## config.mk

```make
export PLATFORM = sky130hd
export DESIGN_NAME = load_balancer
export DESIGN_NICKNAME = d
export VERILOG_FILES = /design/src/lb_pkg.sv /design/src/meta_fifo.sv /design/src/least_load_tree.sv /design/src/dispatch_ctrl.sv /design/src/load_balancer.sv
export SDC_FILE = /design/constraint.sdc
export NUM_CORES = 2
export LEC_CHECK = 0
export ABC_AREA = 1
export BUFFER_PORTS_ARGS = -buffer_cell sky130_fd_sc_hd__buf_2
export CAP_MARGIN = 20
export CORE_MARGIN = 4
export CORE_UTILIZATION = 60
export CTS_BUF_LIST = sky130_fd_sc_hd__clkbuf_16
export DETAILED_ROUTE_END_ITERATION = 8
export PLACE_DENSITY = 0.9
export SLEW_MARGIN = 15
export SYNTH_ARGS = -nofsm -noshare
export SYNTH_HDL_FRONTEND = slang
export SYNTH_SLANG_ARGS = --single-unit
```

## constraint.sdc

```tcl
create_clock -name aclk -period 7.2 [get_ports aclk]
set_input_delay 0.72 -clock aclk [delete_from_list [all_inputs] [get_ports aclk]]
set_output_delay 0.72 -clock aclk [all_outputs]
set_load 0.05 [all_outputs]
```

## src/lb_pkg.sv

```systemverilog
package lb_pkg;

    // number of balanced regions, kept a power of two for the pairwise tree
    localparam int N_REGIONS = 4;
    localparam int REGION_IDX_BITS = 2;

    // one compare layer per index bit
    localparam int N_LAYERS = REGION_IDX_BITS;

    // pairs compared in the first layer
    localparam int N_PAIRS = N_REGIONS / 2;

    // layer counter inside the tree
    localparam int LAYER_BITS = (N_LAYERS > 1) ? $clog2(N_LAYERS) : 1;
    localparam logic [LAYER_BITS-1:0] LAST_LAYER = LAYER_BITS'(N_LAYERS - 1);

    // metadata queue sizing
    localparam int QDEPTH = 16;
    localparam int QPTR_BITS = $clog2(QDEPTH);
    localparam int QCNT_BITS = $clog2(QDEPTH + 1);
    localparam logic [QCNT_BITS-1:0] Q_FULL_CNT = QCNT_BITS'(QDEPTH);

    localparam int LOAD_BITS = 4;
    localparam int OID_BITS = 16;

    // request word is 48 bits of meta meta, 32 bits of method, 2 flags and the oid
    localparam int META_BITS = 98;
    localparam int META_OID_LSB = 0;

    typedef logic [META_BITS-1:0] meta_t;
    typedef logic [OID_BITS-1:0] oid_t;
    typedef logic [LOAD_BITS-1:0] load_t;
    typedef logic [REGION_IDX_BITS-1:0] region_idx_t;

    // status of one region, operator id on top and load at the bottom
    typedef struct packed {
        oid_t  oid;
        load_t load;
    } region_stat_t;

    // all regions on one bus, region 0 in the lowest bits
    typedef region_stat_t [N_REGIONS-1:0] region_stats_t;

endpackage

```

## src/meta_fifo.sv

```systemverilog
`timescale 1ns/100ps

module meta_fifo (
    input  logic          aclk,
    input  logic          aresetn,
    // push side
    input  logic          in_valid,
    output logic          in_ready,
    input  lb_pkg::meta_t in_meta,
    // show-ahead pop side
    output logic          head_valid,
    output lb_pkg::meta_t head_meta,
    input  logic          pop
);

    // storage ring
    lb_pkg::meta_t mem [lb_pkg::QDEPTH];

    logic [lb_pkg::QPTR_BITS-1:0] wr_ptr;
    logic [lb_pkg::QPTR_BITS-1:0] rd_ptr;
    logic [lb_pkg::QCNT_BITS-1:0] count;

    logic push_fire;
    logic pop_fire;

    // full only when every slot is taken
    assign in_ready = (count != lb_pkg::Q_FULL_CNT);
    assign head_valid = (count != '0);

    // oldest entry is always on the output
    assign head_meta = mem[rd_ptr];

    assign push_fire = in_valid && in_ready;
    // ignore a pop on an empty queue
    assign pop_fire = pop && head_valid;

    // pointers and occupancy
    always_ff @(posedge aclk) begin
        if (!aresetn) begin
            wr_ptr <= '0;
            rd_ptr <= '0;
            count  <= '0;
        end else begin
            // depth is a power of two so the pointers wrap by themselves
            if (push_fire) begin
                wr_ptr <= wr_ptr + 1'b1;
            end
            if (pop_fire) begin
                rd_ptr <= rd_ptr + 1'b1;
            end
            case ({push_fire, pop_fire})
                2'b10: begin
                    count <= count + 1'b1;
                end
                2'b01: begin
                    count <= count - 1'b1;
                end
                // push and pop together leave the count alone
                default: begin
                    count <= count;
                end
            endcase
        end
    end

    // data write
    always_ff @(posedge aclk) begin
        if (push_fire) begin
            mem[wr_ptr] <= in_meta;
        end
    end

endmodule

```

## src/least_load_tree.sv

```systemverilog
`timescale 1ns/100ps

module least_load_tree (
    input  logic                  aclk,
    input  logic                  aresetn,
    // one-cycle request to search
    input  logic                  start,
    input  lb_pkg::region_stats_t region_stats,
    input  lb_pkg::oid_t          req_oid,
    // one-cycle result strobe
    output logic                  done,
    output lb_pkg::region_idx_t   winner
);

    // snapshot taken on start, stable for the whole search
    lb_pkg::region_stats_t stats_q;
    lb_pkg::oid_t          oid_q;

    // candidate buffer, halved in place every layer
    lb_pkg::load_t       cand_load [lb_pkg::N_REGIONS];
    lb_pkg::region_idx_t cand_idx [lb_pkg::N_REGIONS];

    // survivors of the current layer
    lb_pkg::load_t       next_load [lb_pkg::N_PAIRS];
    lb_pkg::region_idx_t next_idx [lb_pkg::N_PAIRS];

    logic                          busy;
    logic [lb_pkg::LAYER_BITS-1:0] layer;
    logic                          last_layer;

    assign last_layer = (layer == lb_pkg::LAST_LAYER);

    // pairwise compare of neighbours 2p and 2p+1
    // pairs past the live part of the buffer produce values nobody reads
    always_comb begin
        for (int p = 0; p < lb_pkg::N_PAIRS; p++) begin
            if (cand_load[2*p] < cand_load[2*p+1]) begin
                next_load[p] = cand_load[2*p];
                next_idx[p]  = cand_idx[2*p];
            end else if (cand_load[2*p] > cand_load[2*p+1]) begin
                next_load[p] = cand_load[2*p+1];
                next_idx[p]  = cand_idx[2*p+1];
            end else if (stats_q[cand_idx[2*p]].oid == oid_q) begin
                // tie, left region already runs the operator
                next_load[p] = cand_load[2*p];
                next_idx[p]  = cand_idx[2*p];
            end else begin
                // tie without a match falls to the right
                next_load[p] = cand_load[2*p+1];
                next_idx[p]  = cand_idx[2*p+1];
            end
        end
    end

    // layer sequencing
    always_ff @(posedge aclk) begin
        if (!aresetn) begin
            busy  <= 1'b0;
            layer <= '0;
            done  <= 1'b0;
        end else begin
            done <= 1'b0;
            if (start) begin
                busy  <= 1'b1;
                layer <= '0;
            end else if (busy) begin
                layer <= layer + 1'b1;
                // result leaves on the edge of the last layer
                if (last_layer) begin
                    busy <= 1'b0;
                    done <= 1'b1;
                end
            end
        end
    end

    // snapshot and candidate buffer
    always_ff @(posedge aclk) begin
        if (start) begin
            stats_q <= region_stats;
            oid_q   <= req_oid;
            // every region starts as its own candidate
            for (int i = 0; i < lb_pkg::N_REGIONS; i++) begin
                cand_load[i] <= region_stats[i].load;
                cand_idx[i]  <= lb_pkg::region_idx_t'(i);
            end
        end else if (busy) begin
            // overwrite the low half, the upper half goes stale
            for (int p = 0; p < lb_pkg::N_PAIRS; p++) begin
                cand_load[p] <= next_load[p];
                cand_idx[p]  <= next_idx[p];
            end
        end
    end

    // slot 0 holds the survivor once the last layer is done
    // it stays put until the next start reloads the buffer
    assign winner = cand_idx[0];

endmodule

```

## src/dispatch_ctrl.sv

```systemverilog
`timescale 1ns/100ps

module dispatch_ctrl (
    input  logic                aclk,
    input  logic                aresetn,
    // queue head
    input  logic                head_valid,
    input  lb_pkg::meta_t       head_meta,
    output logic                pop,
    // search control
    output logic                start,
    output lb_pkg::oid_t        req_oid,
    input  logic                done,
    input  lb_pkg::region_idx_t winner,
    // proxy hand-off
    output logic                proxy_valid,
    input  logic                proxy_ready,
    output lb_pkg::meta_t       proxy_meta,
    output lb_pkg::region_idx_t lb_ctrl
);

    // idle waits for work, sched waits for the tree, offer waits for the proxy
    typedef enum logic [1:0] {
        ST_IDLE,
        ST_SCHED,
        ST_OFFER
    } state_t;

    state_t state;

    // take the head word as soon as we are free
    // leaving idle on the same edge keeps this a single pulse
    assign pop = (state == ST_IDLE) && head_valid;

    // the search works on the latched request
    assign req_oid = proxy_meta[lb_pkg::META_OID_LSB +: lb_pkg::OID_BITS];

    // FSM and strobes
    always_ff @(posedge aclk) begin
        if (!aresetn) begin
            state       <= ST_IDLE;
            start       <= 1'b0;
            proxy_valid <= 1'b0;
        end else begin
            // start follows the pop edge, meta is latched by then
            start <= pop;
            case (state)
                ST_IDLE: begin
                    if (head_valid) begin
                        state <= ST_SCHED;
                    end
                end
                ST_SCHED: begin
                    if (done) begin
                        state       <= ST_OFFER;
                        proxy_valid <= 1'b1;
                    end
                end
                ST_OFFER: begin
                    // hold everything until the proxy takes it
                    if (proxy_ready) begin
                        state       <= ST_IDLE;
                        proxy_valid <= 1'b0;
                    end
                end
                default: begin
                    state       <= ST_IDLE;
                    proxy_valid <= 1'b0;
                end
            endcase
        end
    end

    // request and decision registers
    always_ff @(posedge aclk) begin
        if (pop) begin
            proxy_meta <= head_meta;
        end
        if ((state == ST_SCHED) && done) begin
            lb_ctrl <= winner;
        end
    end

endmodule

```

## src/load_balancer.sv

```systemverilog
`timescale 1ns/100ps

module load_balancer (
    input  logic                  aclk,
    input  logic                  aresetn,
    // request metadata in
    input  logic                  meta_in_valid,
    output logic                  meta_in_ready,
    input  lb_pkg::meta_t         meta_in_data,
    // live status of all regions
    input  lb_pkg::region_stats_t region_stats,
    // proxy side
    output logic                  proxy_valid,
    input  logic                  proxy_ready,
    output lb_pkg::meta_t         proxy_meta,
    output lb_pkg::region_idx_t   lb_ctrl
);

    // queue head to controller
    logic                head_valid;
    lb_pkg::meta_t       head_meta;
    logic                pop;

    // controller to tree and back
    logic                start;
    lb_pkg::oid_t        req_oid;
    logic                done;
    lb_pkg::region_idx_t winner;

    meta_fifo meta_fifo_i (
        .aclk       (aclk),
        .aresetn    (aresetn),
        .in_valid   (meta_in_valid),
        .in_ready   (meta_in_ready),
        .in_meta    (meta_in_data),
        .head_valid (head_valid),
        .head_meta  (head_meta),
        .pop        (pop)
    );

    // stats are sampled by the tree on start, not by the controller
    least_load_tree least_load_tree_i (
        .aclk         (aclk),
        .aresetn      (aresetn),
        .start        (start),
        .region_stats (region_stats),
        .req_oid      (req_oid),
        .done         (done),
        .winner       (winner)
    );

    dispatch_ctrl dispatch_ctrl_i (
        .aclk        (aclk),
        .aresetn     (aresetn),
        .head_valid  (head_valid),
        .head_meta   (head_meta),
        .pop         (pop),
        .start       (start),
        .req_oid     (req_oid),
        .done        (done),
        .winner      (winner),
        .proxy_valid (proxy_valid),
        .proxy_ready (proxy_ready),
        .proxy_meta  (proxy_meta),
        .lb_ctrl     (lb_ctrl)
    );

endmodule

```

# After elaboration in Yosys (flattened, before gate mapping)
# Memory sizes are Yosys's and may differ from the RTL's. A register that Yosys moved wholly into a read port is not among the register bits.
# Cells that the tools add are included.
# op_classes
n_addsub	5
order_cmp	6
eq_ne	10
mux	39
bitwise	7
n_reduce_logical	11
# op_table
op	n
$bmux 20 s2	2
$mux 20	2
$eq 16x16->1	2
$mux 4	8
$mux 2	11
$mux 1	13
$pmux 5 s2	1
$add 4x1->4 const B	2
$gt 4x4->1	2
$lt 4x4->1	2
$lt 2x3->1 const B	2
$pmux 2 s3	1
$reduce_and 3->1	2
$add 5x1->5 const B	1
$ne 5x5->1 const B	1
$reduce_bool 5->1	1
$sub 5x1->5 const B	1
$eq 2x1->1 const B	2
$eq 2x2->1 const B	2
$logic_and 1x1->1	4
$ne 2x2->1 const B	2
$or 1x1->1	4
$not 1->1	3
$pmux 1 s3	1
other kinds (6)	6
# word_totals
ff_bits	118
mem_bits_rw	1592
inputBits	182
output_inout_bits	102
word_cells	100
memories	3
# memory_table
memory	depth	word_bits	rd	rd_ports_with_merged_regs	write_ports	line_no	source
meta_fifo_i.mem	16	98	1	1	1	meta_fifo.sv:17	lb_pkg::meta_t mem [lb_pkg::QDEPTH];
least_load_tree_i.cand_load	4	4	4	0	4	least_load_tree.sv:20	lb_pkg::load_t cand_load [lb_pkg::N_REGIONS];
least_load_tree_i.cand_idx	4	2	4	0	4	least_load_tree.sv:21	lb_pkg::region_idx_t cand_idx [lb_pkg::N_REGIONS];

# Logic depth before layout (Yosys ltp)
# logic_depth
word_depth	7
mapped_depth	15

# Hierarchy
# Synthesis repeated with hierarchy kept, for this count alone.
# hier_totals
cells_unflattened	4803
hier_area_um2	71100.7
# by_module_without_submodules
module	n_inst	cells_per_inst	area_each_um2
meta_fifo	1	4245	63235.6
least_load_tree	1	420	4574.4
dispatch_ctrl	1	138	3290.7

# Worst setup path after synthesis
# Ideal clock, no wire load.
# synth_timing
path_kind	register to register
startpoint	register meta_fifo_i.count[1] (netlist name)
endpoint	memory meta_fifo_i.mem[11][0] (netlist name), enable pin
arrival_ns	5.457
required_time_ns	6.644
slack_ns	1.188
path_stages_with_launch	7
path_buffers	0
period_less_slack_ns	6.012
path_cell_list	dfxtp_1 > nor4_1 > nand2_1 > nand2_1 > inv_1 > nand3_1 > nor2_1
# synth_between
elab_chain_cells	4
# synth_rtl
item	line_no	source
start, declared	meta_fifo.sv:21	logic [lb_pkg::QCNT_BITS-1:0] count;
start signal, assigned	meta_fifo.sv:53	count <= count + 1'b1;
start signal, assigned	meta_fifo.sv:56	count <= count - 1'b1;
start signal, assigned	meta_fifo.sv:60	count <= count;
$ne 5x5->1	meta_fifo.sv:27	assign in_ready = (count != lb_pkg::Q_FULL_CNT);
named net meta_in_ready	load_balancer.sv:8	output logic meta_in_ready,
$logic_and 1x1->1	meta_fifo.sv:33	assign push_fire = in_valid && in_ready;
$mux 1	meta_fifo.sv:68	if (push_fire) begin
$mux 1 (not written as such)	meta_fifo.sv:69	mem[wr_ptr] <= in_meta;
end, declared	meta_fifo.sv:17	
# The timed path passes the listed nets, and every way through them passes these cells.

==> summary by stage <==
Outcome
The flow ran to the end, and the final reports show no timing, DRC or antenna violations.

Layout
The final-layout fill cell count is 6,775. Summing all non-filler instances in the final layout gives an area of 77,200 um^2. The final cell utilization of the core is 67.5%. The post-route netlist has 12.5% of its cells at a drive strength greater than 1. Relative to the synthesized area, the layout overhead comes to 11.6%. The multi-input combinational cells in the finished layout cover a total of 14,100 um^2. Summing all flip-flop and latch instances after layout gives 53,500 um^2.

The final net count is 4,845. Excluding fillers, the count of instances in the completed layout stands at 6,323.

Logic synthesis
The part of the Yosys area used for sequential elements is 77.4%. The synthesized design devotes to its leading area cell type 76.8% of total area. The gate count of the mapped netlist is 4,433. Each instance of the synthesized netlist takes up on average 15.6 um^2.

After synthesis, the netlist uses 30 different library cells. The number of warnings issued by yosys is 0. By area the synthesized netlist is led by edfxtp_1, mux2i_1, o221ai_1. After synthesis, the most frequently instantiated cells are edfxtp_1, nor2_1, o21ai_0. In this run the cell area of the synthesized design comes to 69,100 um^2. In this run, synthesis inferred 1,768 flip-flops with an integrated enable. The leading cell type by number of instances after synthesis is edfxtp_1.

The synthesized design contains 1,788 register bits. The number of nets handed over by synthesis was 4,631. In the synthesized netlist the async set-or-reset flop fraction comes to 0%. The synthesized design spends more area on one cell type than any other, namely edfxtp_1. The prevailing post-synth register cell is edfxtp_1.

Placement
The post-detailed-placement half-perimeter wirelength is 82,500 um. The worst setup timing slack at the placement stage is 3440 ps. The post-detailed-placement cell area is 71,600 um^2. The count of input and output buffers is 283. The final estimated routing congestion in global placement is 0.876. Once placement completed, the tool counted placed cells totaling 5,984.

Drt
In this run, the number of DRC markers left after iteration 0 of detailed routing was 6,644. The final layout contains routed wiring with a total length of 172,000 um. The length of the first detailed-routing pass in iterations is 6.

Detailed routing inserted a total of 42,064 vias. The post-route antenna net violation count is 0. The via density per instance is 6.65. The residual DRC count is 0. Dividing the detail-routed wire length by the instance count gives 27.2 um.

Die
The floorplan has 124 rows. The core area is 114,000 um^2. The initial utilization of the core area, before any placement, comes to 60.5%.

The total die area is 121,000 um^2. The die is 347 um tall. For this design the top-level I/O count stands at 284. The die width is 347 um.

Clock tree
The post-CTS setup repair buffer count is 0. The cell at the root of the clock tree is clkbuf_16. The clock reaches the later pin of the worst-skew pair after 790 ps. After clock tree synthesis, the clock-pin slew on the worst setup and hold paths is 70 ps. Hold repair after CTS inserted 0 buffers. The number of clock sinks is 1,788. The CTS tree is built. The number of levels the H-tree was split into is 4. Counting along the longest clock path gives a buffer depth of 3. The number of CTS-inserted buffers is 168. The post-cts resize count is 0.

Power and ir drop
Internal power comes to 19.3 mW. In this run, the combinational gates consume 25.3% of the power. IR analysis of the VDD net gives a maximum drop of 324 uV. The relative contribution of the clock network to total power is 29.9%. In this run, flip-flops and latches consume 44.8% of the power. In this run switching power makes up 33.1% of total power. The net switching power of the design is 9.55 mW.

For this design the ratio of total power to cell area is 374 nW/um^2. For this design the static power due to leakage is 25.5 nW.

Global route
Global routing used 27.8% of the available tracks. The largest net degree at the start of global routing is 261. The initial antenna violation count was 37. The sum of overflow across all layers after global routing is 0. The first global-routing pass estimated 255,000 um of wire.

The via count of the first global-routing pass is 41,541.

Worst setup path
The largest fanout of any net on the critical path is 193. The worst setup path is captured at a flop. The slowest cell on the critical path is buf_4.

Broken down by cell family, the worst path's largest delay share belongs to buffers and inverters. The sum of buffers and inverters on the critical path is 2. The worst register-to-register path begins at meta_fifo_i.rd_ptr[0]. Measured in cells, the most critical reg-to-reg path has a length of 6.

At the worst endpoint, the arrival time is 4360 ps. STA classifies the critical path startpoint as a flop. The setup check on the worst reg-to-reg path leaves a slack of 3370 ps. The beginning of the critical path is meta_fifo_i.rd_ptr[0]. The worst setup path is of the reg -> reg kind. In this run the critical register-to-register path is captured at dispatch_ctrl_i.proxy_meta[61]. For the worst setup path, the data required time is 7730 ps.

The critical path goes through buf_12 -> buf_4 -> mux2i_1 -> o221ai_1 -> nand3_1 -> nand2_1. The stage delay of the slowest cell on the critical path is 980 ps.

Timing
Setup repair after global routing left no endpoint under its margin. The slew at the pin closest to its max-slew limit is 1270 ps. After layout, the minimum clock period comes to 3830 ps. The number of pins with negative max-slew slack in the final report is 0. The final setup violation count is 0. Based on the critical path, the design can be clocked at up to 0.261 GHz. The count of endpoints failing hold in the final timing report was 0. The slack of the critical path is 3370 ps. Adding up every negative setup slack in the final design gives 0 ps.

The worst relative slew slack is 15.6%. The part of the cycle the worst path needs is 53.2%. The final worst clock skew is 50.8 ps.

Min path
In this run the most critical hold path is launched from region_stats[19]. The cell count of the worst hold path is 1. The type of the tightest min-delay check is in -> reg.

The end of the worst hold path is least_load_tree_i.stats_q[19].

Job
The max capacitance violation total is 0.
## routing by layer
| layer | GRT usage (%) | share of wire [%] |
|---|---|---|
| met5 | 0 | 0.069 |
| met4 | 11.6 | 3.7 |
| met3 | 5.96 | 13 |
| met2 | 45.3 | 49 |
| met1 | 36.7 | 35 |
## registers in the layout (all words and copies together), names as in the netlist
register                      flops
least_load_tree_i.stats_q        64
least_load_tree_i.done            1
least_load_tree_i.cand_load      16
least_load_tree_i.busy            1
meta_fifo_i.count                 5
dispatch_ctrl_i.lb_ctrl           2
meta_fifo_i.mem                1568
dispatch_ctrl_i.state             2
dispatch_ctrl_i.proxy_valid       1
least_load_tree_i.last_layer      1
dispatch_ctrl_i.start             1
least_load_tree_i.oid_q          16
least_load_tree_i.cand_idx        4
meta_fifo_i.wr_ptr                4
dispatch_ctrl_i.proxy_meta       98
meta_fifo_i.rd_ptr                4
## placed cells by master (no fill, tap or decap), types with 20 or more instances in the layout
cell type	Yosys	layout
inv_1	57	97
nand3_1	213	213
clkinv_1	0	43
nand2_1	279	279
o21ai_0	408	408
diode_2	0	24
nor2_1	537	521
edfxtp_1	1768	1768
o221ai_1	344	344
buf_4	5	48
clkinv_2	0	22
a21oi_1	20	20
o211ai_1	48	48
mux2i_1	344	344
clkbuf_16	0	170
o32ai_1	48	48
buf_2	61	283
## per-stage QoR
| step | total power [mW] | hold slack, ps |
|---|---|---|
| 3_5_place_dp | 20.2 | 430 |
| 2_1_floorplan | 18.4 | 421 |
| 5_1_grt | 29.9 | 98.4 |
| 4_1_cts | 28.8 | 80.8 |
| 6_report | 28.9 | 124 |
| 3_3_place_gp | 19.9 | 426 |
## power groups by stage
stage	Combinational, mW	Sequential [mW]	Clock [mW]
2_1_floorplan	4.37	14.0	0
3_3_place_gp	6.72	13.2	0
3_5_place_dp	6.99	13.2	0
4_1_cts	7.11	13.0	8.70
5_1_grt	7.77	13.0	9.16
6_report	7.29	12.9	8.65
## kinds of logic after synthesis
kind of cell	after synthesis	share of synthesized area, %
buf+inv	358	2.47
flops	1788	77.4
fa+ha+maj	16	0.290
xor+xnor	17	0.215
compound gates	869	8.60
mux	344	4.98
simple gates	1041	6.09
## worst max-delay path by stage
stage	cells past startpoint	slack (ps)	endpoint
after floorplan	6	1190	meta_fifo_i.mem[11][0]
after global placement	10	3460	least_load_tree_i.cand_load[0][2]
after detailed placement	10	3440	least_load_tree_i.cand_load[0][3]
after CTS	10	3370	least_load_tree_i.cand_idx[0][0]
after global routing	6	3310	dispatch_ctrl_i.proxy_meta[15]
final	6	3370	dispatch_ctrl_i.proxy_meta[61]
## cell type report
type	instances	area share, %
Inverter	59	0.319
Timing Repair Buffer	343	2.65
Clock buffer	170	5.51
Multi-Input combinational cell	2287	18.2
Clock inverter	140	1.46
Tap cell	1512	2.45
Sequential cell	1788	69.3
Antenna cell	24	0.0778
Note: power is estimated with default switching activity, not from simulation.
